[config.mk]
export PLATFORM = sky130hd
export DESIGN_NAME = exec_alu
export DESIGN_NICKNAME = d
export VERILOG_FILES = /design/src/verilog/alu_pkg.sv /design/src/verilog/alu_simple.sv /design/src/verilog/div_radix2.sv /design/src/verilog/mult_pipe.sv /design/src/verilog/exec_alu.sv
export SDC_FILE = /design/constraint.sdc
export NUM_CORES = 2
export LEC_CHECK = 0
export BUFFER_PORTS_ARGS = -buffer_cell sky130_fd_sc_hd__buf_4
export CORE_MARGIN = 2
export CORE_UTILIZATION = 62
export DETAILED_ROUTE_END_ITERATION = 6
export PLACE_DENSITY_LB_ADDON = 0.12
export SLEW_MARGIN = 20
export SYNTH_ARGS = -nofsm -noshare
export SYNTH_HDL_FRONTEND = slang
export SYNTH_SLANG_ARGS = --single-unit
[constraint.sdc]
create_clock -name clk -period 28.8 [get_ports clk]
set_clock_uncertainty 0.1 [all_clocks]
set_input_delay 5.76 -clock clk [delete_from_list [all_inputs] [get_ports clk]]
set_output_delay 5.76 -clock clk [all_outputs]
set_load 0.005 [all_outputs]
[src/verilog/alu_pkg.sv]
package alu_pkg;

    localparam int DATA_W = 32;

    typedef enum logic [4:0] {
        // logic
        alu_and           = 5'd0,
        alu_or            = 5'd1,
        alu_nor           = 5'd2,
        alu_xor           = 5'd3,
        // arithmetic
        alu_add           = 5'd4,
        alu_addu          = 5'd5,
        alu_sub           = 5'd6,
        alu_subu          = 5'd7,
        alu_slt           = 5'd8,
        alu_sltu          = 5'd9,
        // shift amount from src_a
        alu_sll           = 5'd10,
        alu_srl           = 5'd11,
        alu_sra           = 5'd12,
        // shift amount from the sa field
        alu_sll_sa        = 5'd13,
        alu_srl_sa        = 5'd14,
        alu_sra_sa        = 5'd15,
        alu_lui           = 5'd16,
        alu_pass          = 5'd17,
        // multi-cycle engines
        alu_signed_div    = 5'd18,
        alu_unsigned_div  = 5'd19,
        alu_signed_mult   = 5'd20,
        alu_unsigned_mult = 5'd21,
        // hi/lo writes
        alu_mthi          = 5'd22,
        alu_mtlo          = 5'd23
    } alu_op_e;

    function automatic logic is_div_op(input alu_op_e op);
        return (op == alu_signed_div) || (op == alu_unsigned_div);
    endfunction

    function automatic logic is_mult_op(input alu_op_e op);
        return (op == alu_signed_mult) || (op == alu_unsigned_mult);
    endfunction

    // only these two report signed overflow
    function automatic logic is_trap_arith(input alu_op_e op);
        return (op == alu_add) || (op == alu_sub);
    endfunction

endpackage

[src/verilog/alu_simple.sv]
`timescale 1ns/1ps

module alu_simple (
    input  logic [alu_pkg::DATA_W-1:0] src_a,
    input  logic [alu_pkg::DATA_W-1:0] src_b,
    input  logic [4:0]                 sa,
    input  alu_pkg::alu_op_e           op,
    output logic [alu_pkg::DATA_W-1:0] simple_result,
    output logic                       add_carry
);
    import alu_pkg::*;

    logic [DATA_W:0]   wide_sum;   // 33 bits, sign extended
    logic [DATA_W:0]   wide_diff;
    logic [4:0]        var_sh;

    assign var_sh    = src_a[4:0];
    assign wide_sum  = {src_a[DATA_W-1], src_a} + {src_b[DATA_W-1], src_b};
    assign wide_diff = {src_a[DATA_W-1], src_a} - {src_b[DATA_W-1], src_b};

    always_comb begin
        add_carry     = 1'b0;
        simple_result = '0;
        case (op)
            alu_and:  simple_result = src_a & src_b;
            alu_or:   simple_result = src_a | src_b;
            alu_nor:  simple_result = ~(src_a | src_b);
            alu_xor:  simple_result = src_a ^ src_b;
            alu_add: begin
                simple_result = wide_sum[DATA_W-1:0];
                add_carry     = wide_sum[DATA_W];
            end
            alu_addu: simple_result = src_a + src_b;
            alu_sub: begin
                simple_result = wide_diff[DATA_W-1:0];
                add_carry     = wide_diff[DATA_W];
            end
            alu_subu: simple_result = src_a - src_b;
            alu_slt: begin
                simple_result = {{(DATA_W-1){1'b0}}, $signed(src_a) < $signed(src_b)};
            end
            alu_sltu: begin
                simple_result = {{(DATA_W-1){1'b0}}, src_a < src_b};
            end
            alu_sll:    simple_result = src_b << var_sh;
            alu_srl:    simple_result = src_b >> var_sh;
            alu_sra:    simple_result = $signed(src_b) >>> var_sh;
            alu_sll_sa: simple_result = src_b << sa;
            alu_srl_sa: simple_result = src_b >> sa;
            alu_sra_sa: simple_result = $signed(src_b) >>> sa;
            alu_lui: begin
                simple_result = {src_b[DATA_W/2-1:0], {(DATA_W/2){1'b0}}};
            end
            alu_pass: simple_result = src_a;
            // engine and hi/lo codes land here
            default: begin
                simple_result = '0;
                add_carry     = 1'b0;
            end
        endcase
    end

endmodule

[src/verilog/div_radix2.sv]
`timescale 1ns/1ps

module div_radix2 (
    input  logic                       clk,
    input  logic                       rst,
    input  logic                       flush,
    input  logic                       div_start,
    input  logic                       div_signed,
    input  logic [alu_pkg::DATA_W-1:0] src_a,
    input  logic [alu_pkg::DATA_W-1:0] src_b,
    output logic                       div_ready,
    output logic [2*alu_pkg::DATA_W-1:0] div_result
);
    import alu_pkg::*;

    logic              busy;
    logic [5:0]        iter_cnt;   // shift-subtract steps done
    logic [DATA_W-1:0] rem;
    logic [DATA_W-1:0] quo;
    logic [DATA_W-1:0] dvs;
    logic              neg_q;
    logic              neg_r;
    logic              dvs_zero;

    logic              a_neg;
    logic              b_neg;
    logic [DATA_W-1:0] a_mag;
    logic [DATA_W-1:0] b_mag;
    logic [2*DATA_W-1:0] first_step;
    logic [2*DATA_W-1:0] next_step;
    logic [DATA_W-1:0] quo_fixed;
    logic [DATA_W-1:0] rem_fixed;

    // one restoring step, returns {rem, quo}
    function automatic logic [2*DATA_W-1:0] div_step(
        input logic [DATA_W-1:0] r,
        input logic [DATA_W-1:0] q,
        input logic [DATA_W-1:0] d
    );
        logic [DATA_W:0] shifted;
        logic [DATA_W:0] diff;
        shifted = {r, q[DATA_W-1]};
        diff    = shifted - {1'b0, d};
        if (!diff[DATA_W])
            return {diff[DATA_W-1:0], q[DATA_W-2:0], 1'b1};
        return {shifted[DATA_W-1:0], q[DATA_W-2:0], 1'b0};
    endfunction

    assign a_neg = div_signed & src_a[DATA_W-1];
    assign b_neg = div_signed & src_b[DATA_W-1];
    assign a_mag = a_neg ? -src_a : src_a;
    assign b_mag = b_neg ? -src_b : src_b;

    // first step is folded into the capture cycle
    assign first_step = div_step('0, a_mag, b_mag);
    assign next_step  = div_step(rem, quo, dvs);

    assign quo_fixed = dvs_zero ? '1 : (neg_q ? -quo : quo);
    assign rem_fixed = neg_r ? -rem : rem;   // remainder follows the dividend

    always_ff @(posedge clk) begin
        if (rst || flush) begin
            busy      <= 1'b0;
            iter_cnt  <= '0;
            div_ready <= 1'b0;
        end else begin
            div_ready <= 1'b0;
            if (div_start) begin
                busy     <= 1'b1;
                iter_cnt <= 6'd1;
            end else if (busy) begin
                if (iter_cnt == 6'd32) begin
                    busy      <= 1'b0;
                    div_ready <= 1'b1;
                end else begin
                    iter_cnt <= iter_cnt + 6'd1;
                end
            end
        end
    end

    always_ff @(posedge clk) begin
        if (div_start) begin
            {rem, quo} <= first_step;
            dvs        <= b_mag;
            neg_q      <= a_neg ^ b_neg;
            neg_r      <= a_neg;
            dvs_zero   <= (src_b == '0);
        end else if (busy && iter_cnt != 6'd32) begin
            {rem, quo} <= next_step;
        end
        if (busy && iter_cnt == 6'd32)
            div_result <= {rem_fixed, quo_fixed};   // held until next start
    end

endmodule

[src/verilog/mult_pipe.sv]
`timescale 1ns/1ps

module mult_pipe #(
    parameter int MULT_STAGES = 5
) (
    input  logic                         clk,
    input  logic                         mult_ce,
    input  logic                         mult_signed,
    input  logic [alu_pkg::DATA_W-1:0]   src_a,
    input  logic [alu_pkg::DATA_W-1:0]   src_b,
    output logic [2*alu_pkg::DATA_W-1:0] mult_result
);
    import alu_pkg::*;

    logic [DATA_W:0]     a_ext;   // 33 bits
    logic [DATA_W:0]     b_ext;
    logic [2*DATA_W+1:0] full_prod;
    logic [2*DATA_W-1:0] stage_q [MULT_STAGES];

    // the extra bit makes one signed multiplier serve both modes
    assign a_ext = {mult_signed & src_a[DATA_W-1], src_a};
    assign b_ext = {mult_signed & src_b[DATA_W-1], src_b};

    assign full_prod = $signed(a_ext) * $signed(b_ext);

    // plain register chain so synthesis can retime the multiplier into it
    always_ff @(posedge clk) begin
        if (mult_ce) begin
            stage_q[0] <= full_prod[2*DATA_W-1:0];
            for (int i = 1; i < MULT_STAGES; i++) begin
                stage_q[i] <= stage_q[i-1];
            end
        end
    end

    assign mult_result = stage_q[MULT_STAGES-1];

endmodule

[src/verilog/exec_alu.sv]
`timescale 1ns/1ps

module exec_alu #(
    parameter int MULT_STAGES = 5
) (
    input  logic                         clk,
    input  logic                         rst,
    input  logic                         flush,
    input  logic                         stall_d,
    input  logic                         is_div_d,
    input  logic                         is_mult_d,
    input  logic [alu_pkg::DATA_W-1:0]   src_a,
    input  logic [alu_pkg::DATA_W-1:0]   src_b,
    input  alu_pkg::alu_op_e             op,
    input  logic [4:0]                   sa,
    input  logic [2*alu_pkg::DATA_W-1:0] hilo,
    output logic                         div_stall,
    output logic                         mult_stall,
    output logic                         overflow,
    output logic [2*alu_pkg::DATA_W-1:0] result
);
    import alu_pkg::*;

    localparam int CNT_W = $clog2(MULT_STAGES + 1);

    logic [DATA_W-1:0]   simple_result;
    logic                add_carry;
    logic                div_issue;
    logic                div_start;
    logic                div_signed;
    logic                div_ready;
    logic [2*DATA_W-1:0] div_result;
    logic                mult_issue;
    logic                mult_ce;
    logic                mult_signed;
    logic [2*DATA_W-1:0] mult_result;
    logic [CNT_W-1:0]    mult_cnt;

    alu_simple u_alu_simple (
        .src_a         (src_a),
        .src_b         (src_b),
        .sa            (sa),
        .op            (op),
        .simple_result (simple_result),
        .add_carry     (add_carry)
    );

    assign div_issue  = is_div_d & ~stall_d & ~flush;
    assign div_signed = (op == alu_signed_div);

    always_ff @(posedge clk) begin
        if (rst) begin
            div_stall <= 1'b0;
            div_start <= 1'b0;
        end else begin
            div_start <= div_issue;   // operands reach E next cycle
            if (div_issue)
                div_stall <= 1'b1;
            else if (div_ready || flush)
                div_stall <= 1'b0;
        end
    end

    div_radix2 u_div_radix2 (
        .clk        (clk),
        .rst        (rst),
        .flush      (flush),
        .div_start  (div_start),
        .div_signed (div_signed),
        .src_a      (src_a),
        .src_b      (src_b),
        .div_ready  (div_ready),
        .div_result (div_result)
    );

    assign mult_issue  = is_mult_d & ~stall_d & ~flush;
    assign mult_signed = (op == alu_signed_mult);

    always_ff @(posedge clk) begin
        if (rst || flush || mult_issue)
            mult_cnt <= '0;
        else if (mult_cnt != CNT_W'(MULT_STAGES))
            mult_cnt <= mult_cnt + 1'b1;   // saturates at MULT_STAGES
    end

    assign mult_stall = is_mult_op(op) && (mult_cnt < CNT_W'(MULT_STAGES));
    assign mult_ce    = mult_stall;

    mult_pipe #(
        .MULT_STAGES (MULT_STAGES)
    ) u_mult_pipe (
        .clk         (clk),
        .mult_ce     (mult_ce),
        .mult_signed (mult_signed),
        .src_a       (src_a),
        .src_b       (src_b),
        .mult_result (mult_result)
    );

    always_comb begin
        if (is_div_op(op))
            result = div_result;
        else if (is_mult_op(op))
            result = mult_result;
        else if (op == alu_mthi)
            result = {src_a, hilo[DATA_W-1:0]};
        else if (op == alu_mtlo)
            result = {hilo[2*DATA_W-1:DATA_W], src_a};   // hi kept as is
        else
            result = {{DATA_W{1'b0}}, simple_result};
    end

    assign overflow = is_trap_arith(op) & (add_carry ^ simple_result[DATA_W-1]);

endmodule

==> flow_metrics.py, run 1 <==
metrics = {
    "clock_network": {
        "cts_buffers": 56,
        "cts.path.max_buffers": 3,
        "cts.sinks": 496,
        "cts_resized": 0,
        "htreeDepth": 2,
        "root_buffer": "clkbuf_16",
        "cts_setup_buffers": 0,
        "cts_hold_buf": 0,
    },
    "floorplan": {
        "fp-row-count": 125,
        "dieHeight_microns": 347,
        "die_x_microns": 347,
        "start_util_pct": 62.6,
        "io_pins": 211,
    },
    "synthesis": {
        "avgSynthCellArea_sq_um": 9.16,
        "synth_nets": 9596,
        "synthCells": 7943,
        "synth-edff-count": 483,
        "yosysWarnings": 0,
        "synth_cell_types": 93,
        "ys.flop_type": "edfxtp_1",
        "synth.ff_latch_count": 496,
        "yosys.area.top_type": "fa_1",
        "async_flop_share_pct": 0,
        "synthTopCellsByArea": "fa_1 31%, edfxtp_1 20%, inv_1 6.6%",
        "netlist_area_sq_mm": 0.0727,
        "yosysMostFrequentCell": "inv_1",
        "yosysTopAreaCellShare_pct": 31.1,
        "synthTopCellsByCount": "1273 x inv_1, 1129 x fa_1, 1037 x nand2_1, 691 x nor2_1, 483 x edfxtp_1",
        "seq_area_frac_synth_pct": 20.3,
    },
    "placement": {
        "gp_congestion": 1.15,
        "dpl_cell_area_sq_mm": 0.0758,
        "dp_hpwl_mm": 272,
        "portBuffers": 210,
        "dp_cells": 9345,
    },
    "run_status": {
        "first-error": "[ERROR GRT-0116] Global routing finished with congestion. Check the congestion regions in the DRC Viewer.",
        "status": "stopped before the end",
        "lastStage": "5_1_grt",
    },
    "grt": {
        "grt_pass1_wl_mm": 603,
        "grtUsageTotal_pct": 72.4,
        "grt_start_max_net_pins": 87,
        "grt_overflow": 59,
        "grt_pass1_vias": 80400,
    },
}
[stage by stage]
stage | hold WS (ns) | util, % | worst slack (ns)
after CTS | 0.316 | 66.8 | 11.08
after detailed placement | 0.305 | 65.2 | 11.13
after global placement | 0.300 | 65.2 | 10.98
after floorplan | 0.300 | - | 2.75
[layer usage]
metal	GRT usage, %	GRT overflow
met1	75.7	0
met2	87.4	30
met3	57.9	2
met4	64.3	26
met5	34.4	1
[logic make-up after synthesis]
kind of cell / share of synthesized area, %
xor gates and xnor gates: 3.34
muxes: 3.28
and+or+nand+nor: 13.7
DFF: 20.3
buffers and inverters: 9.40
adders and majority gates: 37.6
AOI/OAI and AO/OA: 12.4
==> run 2, diff against run 1 <==
--- a/config.mk
+++ b/config.mk
@@ -7,9 +7,9 @@
 export LEC_CHECK = 0
 export BUFFER_PORTS_ARGS = -buffer_cell sky130_fd_sc_hd__buf_4
 export CORE_MARGIN = 2
-export CORE_UTILIZATION = 62
+export CORE_UTILIZATION = 40
 export DETAILED_ROUTE_END_ITERATION = 6
-export PLACE_DENSITY_LB_ADDON = 0.12
+export PLACE_DENSITY_LB_ADDON = 0.15
 export SLEW_MARGIN = 20
 export SYNTH_ARGS = -nofsm -noshare
 export SYNTH_HDL_FRONTEND = slang
==> flow_metrics.py, run 2 <==
metrics = {
    "detailed_routing": {
        "dr_wl_met2_mm": 147,
        "dr.pass1.iters": 7,
        "postRouteAntennaNets": 0,
        "wirelength_mm": 358,
        "wl_per_cell_microns": 34.6,
        "via_count": 63300,
        "initialDrtViolationCount": 7760,
        "top_layer": "met5",
        "drc": 19,
        "viasPerCell": 6.12,
        "wl_met3_mm": 40.0,
        "wl_met1_mm": 145,
    },
    "min_path": {
        "hold_start": "u_mult_pipe.stage_q[0][76]",
        "whs_path_depth": 0,
        "hp-class": "register to register",
        "whs_endpoint": "u_mult_pipe.stage_q[0][140]",
    },
    "clock_network": {
        "root_buffer": "clkbuf_16",
        "cts_hold_buf": 0,
        "path_clk_slew_ns": 0.06,
        "clock_latency_ns": 0.77,
        "cts_buffers": 59,
        "cts.path.max_buffers": 3,
        "tritoncts": "done",
        "cts.sinks": 496,
        "cts_setup_buffers": 0,
        "cts_resized": 0,
        "htreeDepth": 2,
    },
    "grt": {
        "grt_pass1_vias": 62900,
        "grt_pass1_wl_mm": 500,
        "grt_overflow": 0,
        "antenna_found_initial": 35,
        "grtUsageTotal_pct": 38.6,
        "grt_start_max_net_pins": 80,
    },
    "final_layout": {
        "drive_above_1_share_pct": 8.31,
        "top_regs": "u_mult_pipe.stage_q: 320 flops, u_div_radix2.div_result: 64 flops",
        "mostFrequentLayoutCells": "1266 x inv_1, 1129 x fa_1, 1036 x nand2_1, 681 x nor2_1, 483 x edfxtp_1",
        "largest_reg_flops": 320,
        "final_common_cell": "inv_1",
        "area_delta_synth_final_pct": 8.64,
        "max_flop_register": "u_mult_pipe.stage_q",
        "nNetsFinal": 9565,
        "final_util_pct": 43.7,
    },
    "floorplan": {
        "die-area_sq_mm": 0.185,
        "fp-row-count": 156,
        "die_x_microns": 430,
        "io_pins": 211,
        "start_util_pct": 40.2,
        "core_sq_mm": 0.181,
        "dieHeight_microns": 430,
    },
    "run": {
        "cap_violations": 0,
    },
    "synthesis": {
        "avgSynthCellArea_sq_um": 9.16,
        "yosysWarnings": 0,
        "synth-edff-count": 483,
        "synth_cell_types": 93,
        "yosysTopAreaCellShare_pct": 31.1,
        "synthCells": 7943,
        "ys.flop_type": "edfxtp_1",
        "synth_nets": 9596,
        "async_flop_share_pct": 0,
        "yosysMostFrequentCell": "inv_1",
        "netlist_area_sq_mm": 0.0727,
        "seq_area_frac_synth_pct": 20.3,
        "yosys.area.top_type": "fa_1",
        "synthTopCellsByArea": "fa_1 31%, edfxtp_1 20%, inv_1 6.6%",
        "synth.ff_latch_count": 496,
        "synthTopCellsByCount": "1273 x inv_1, 1129 x fa_1, 1037 x nand2_1, 691 x nor2_1, 483 x edfxtp_1",
    },
    "setup_path": {
        "timing.rr.end": "u_div_radix2.rem[29]",
        "setup.worst_path.end_class": "output port",
        "worstPathRequired_ns": 22.94,
        "rrSetupSlack_ns": 24.70,
        "critPathLaunchType": "primary input",
        "arrival_ns": 12.10,
        "crit_path_max_fanout": 21,
        "worstReg2RegStart": "u_div_radix2.quo[31]",
        "critPathKind": "primary input to output port",
        "reg2regPathDepth": 14,
    },
    "run_status": {
        "violations": "design-rule violations",
        "status": "finished, violations left",
    },
    "sta": {
        "worst_pin_slew_ns": 1.29,
        "clock.fmax_mhz": 55.7,
        "drv_slew": 0,
        "fin_crit_ns": 17.96,
        "max_slew_margin_pct": 13.4,
        "finalCritPeriodShare_pct": 62.4,
        "hold_viol_final": 0,
        "rsz0062_at_grt": "false",
        "holdWs_ns": 0.272,
        "tns_ns": 0,
        "setup_viol": 0,
    },
    "placement": {
        "gp_congestion": 1.12,
        "dp_hpwl_mm": 278,
        "portBuffers": 210,
    },
}
==> run 2: cell type report <==
cell class                 instances  area, sq um
antenna                           12         30.0
clock buffer                      69         1510
clock inverter                    42          374
fill                           17800       102000
inverter                        1296         4860
multi-input combinational       5638        51300
sequential                       496        14800
tap                             2370         2970
timing repair buffer             421         3160
==> run 2: critical path, cell delays in order <==
cell and delay (ns):
buf_4 0.26, nor2b_1 0.54, nand2_1 0.53, nor2_1 0.76, nor2_1 0.13, xnor2_1 0.17
ha_1 0.35, a21oi_1 0.23, nor2_1 0.10, o311ai_0 0.50, a21oi_1 0.17, o21ai_0 0.67
o21ai_0 0.25, xor2_1 0.53, a221oi_1 0.22, o21ai_0 0.69, buf_4 0.23
==> run 2: kinds of logic (layout without fill, tap and decap cells) <==
| kind of cell | after synthesis | after routing | synth area share [%] |
|---|---|---|---|
| buf+inv | 1809 | 1828 | 9.40 |
| simple gates | 2302 | 2302 | 13.7 |
| compound gates | 1354 | 1354 | 12.4 |
| flops | 496 | 496 | 20.3 |
| mux | 196 | 196 | 3.28 |
| xor+xnor | 277 | 277 | 3.34 |
| other cells | 0 | 12 | 0 |
| fa+ha+maj | 1509 | 1509 | 37.6 |
==> run 2: through the flow <==
step,setup WS (ns),instances,instance area [sq um]
6_report,10.84,10300,79000
3_3_place_gp,11.01,10200,77100
5_1_grt,10.88,10300,79000
3_5_place_dp,11.07,10200,77100
4_1_cts,11.05,10300,79000
2_1_floorplan,2.75,7943,72700
==> run 2: how the worst max path moves through the flow <==
stage	to	start	depth (start not counted)	slack, ns
6_report	result[28]	op[2]	17	10.84
5_1_grt	result[28]	op[2]	17	10.88
4_1_cts	result[28]	op[2]	17	11.05
3_5_place_dp	result[28]	op[2]	17	11.07
3_3_place_gp	result[28]	src_b[0]	19	11.01
2_1_floorplan	mult_stall	op[2]	6	2.75
==> run 2: routing by layer <==
metal / GRT usage (%) / up-vias
li1: - / 26100
met1: 52.0 / 32600
met2: 54.9 / 3783
met3: 11.1 / 876
met4: 23.2 / 20
met5: 0 / -
Power of run 2 is not shown: default switching activity piles up to over one toggle a cycle in this logic, so the estimate is an artifact.
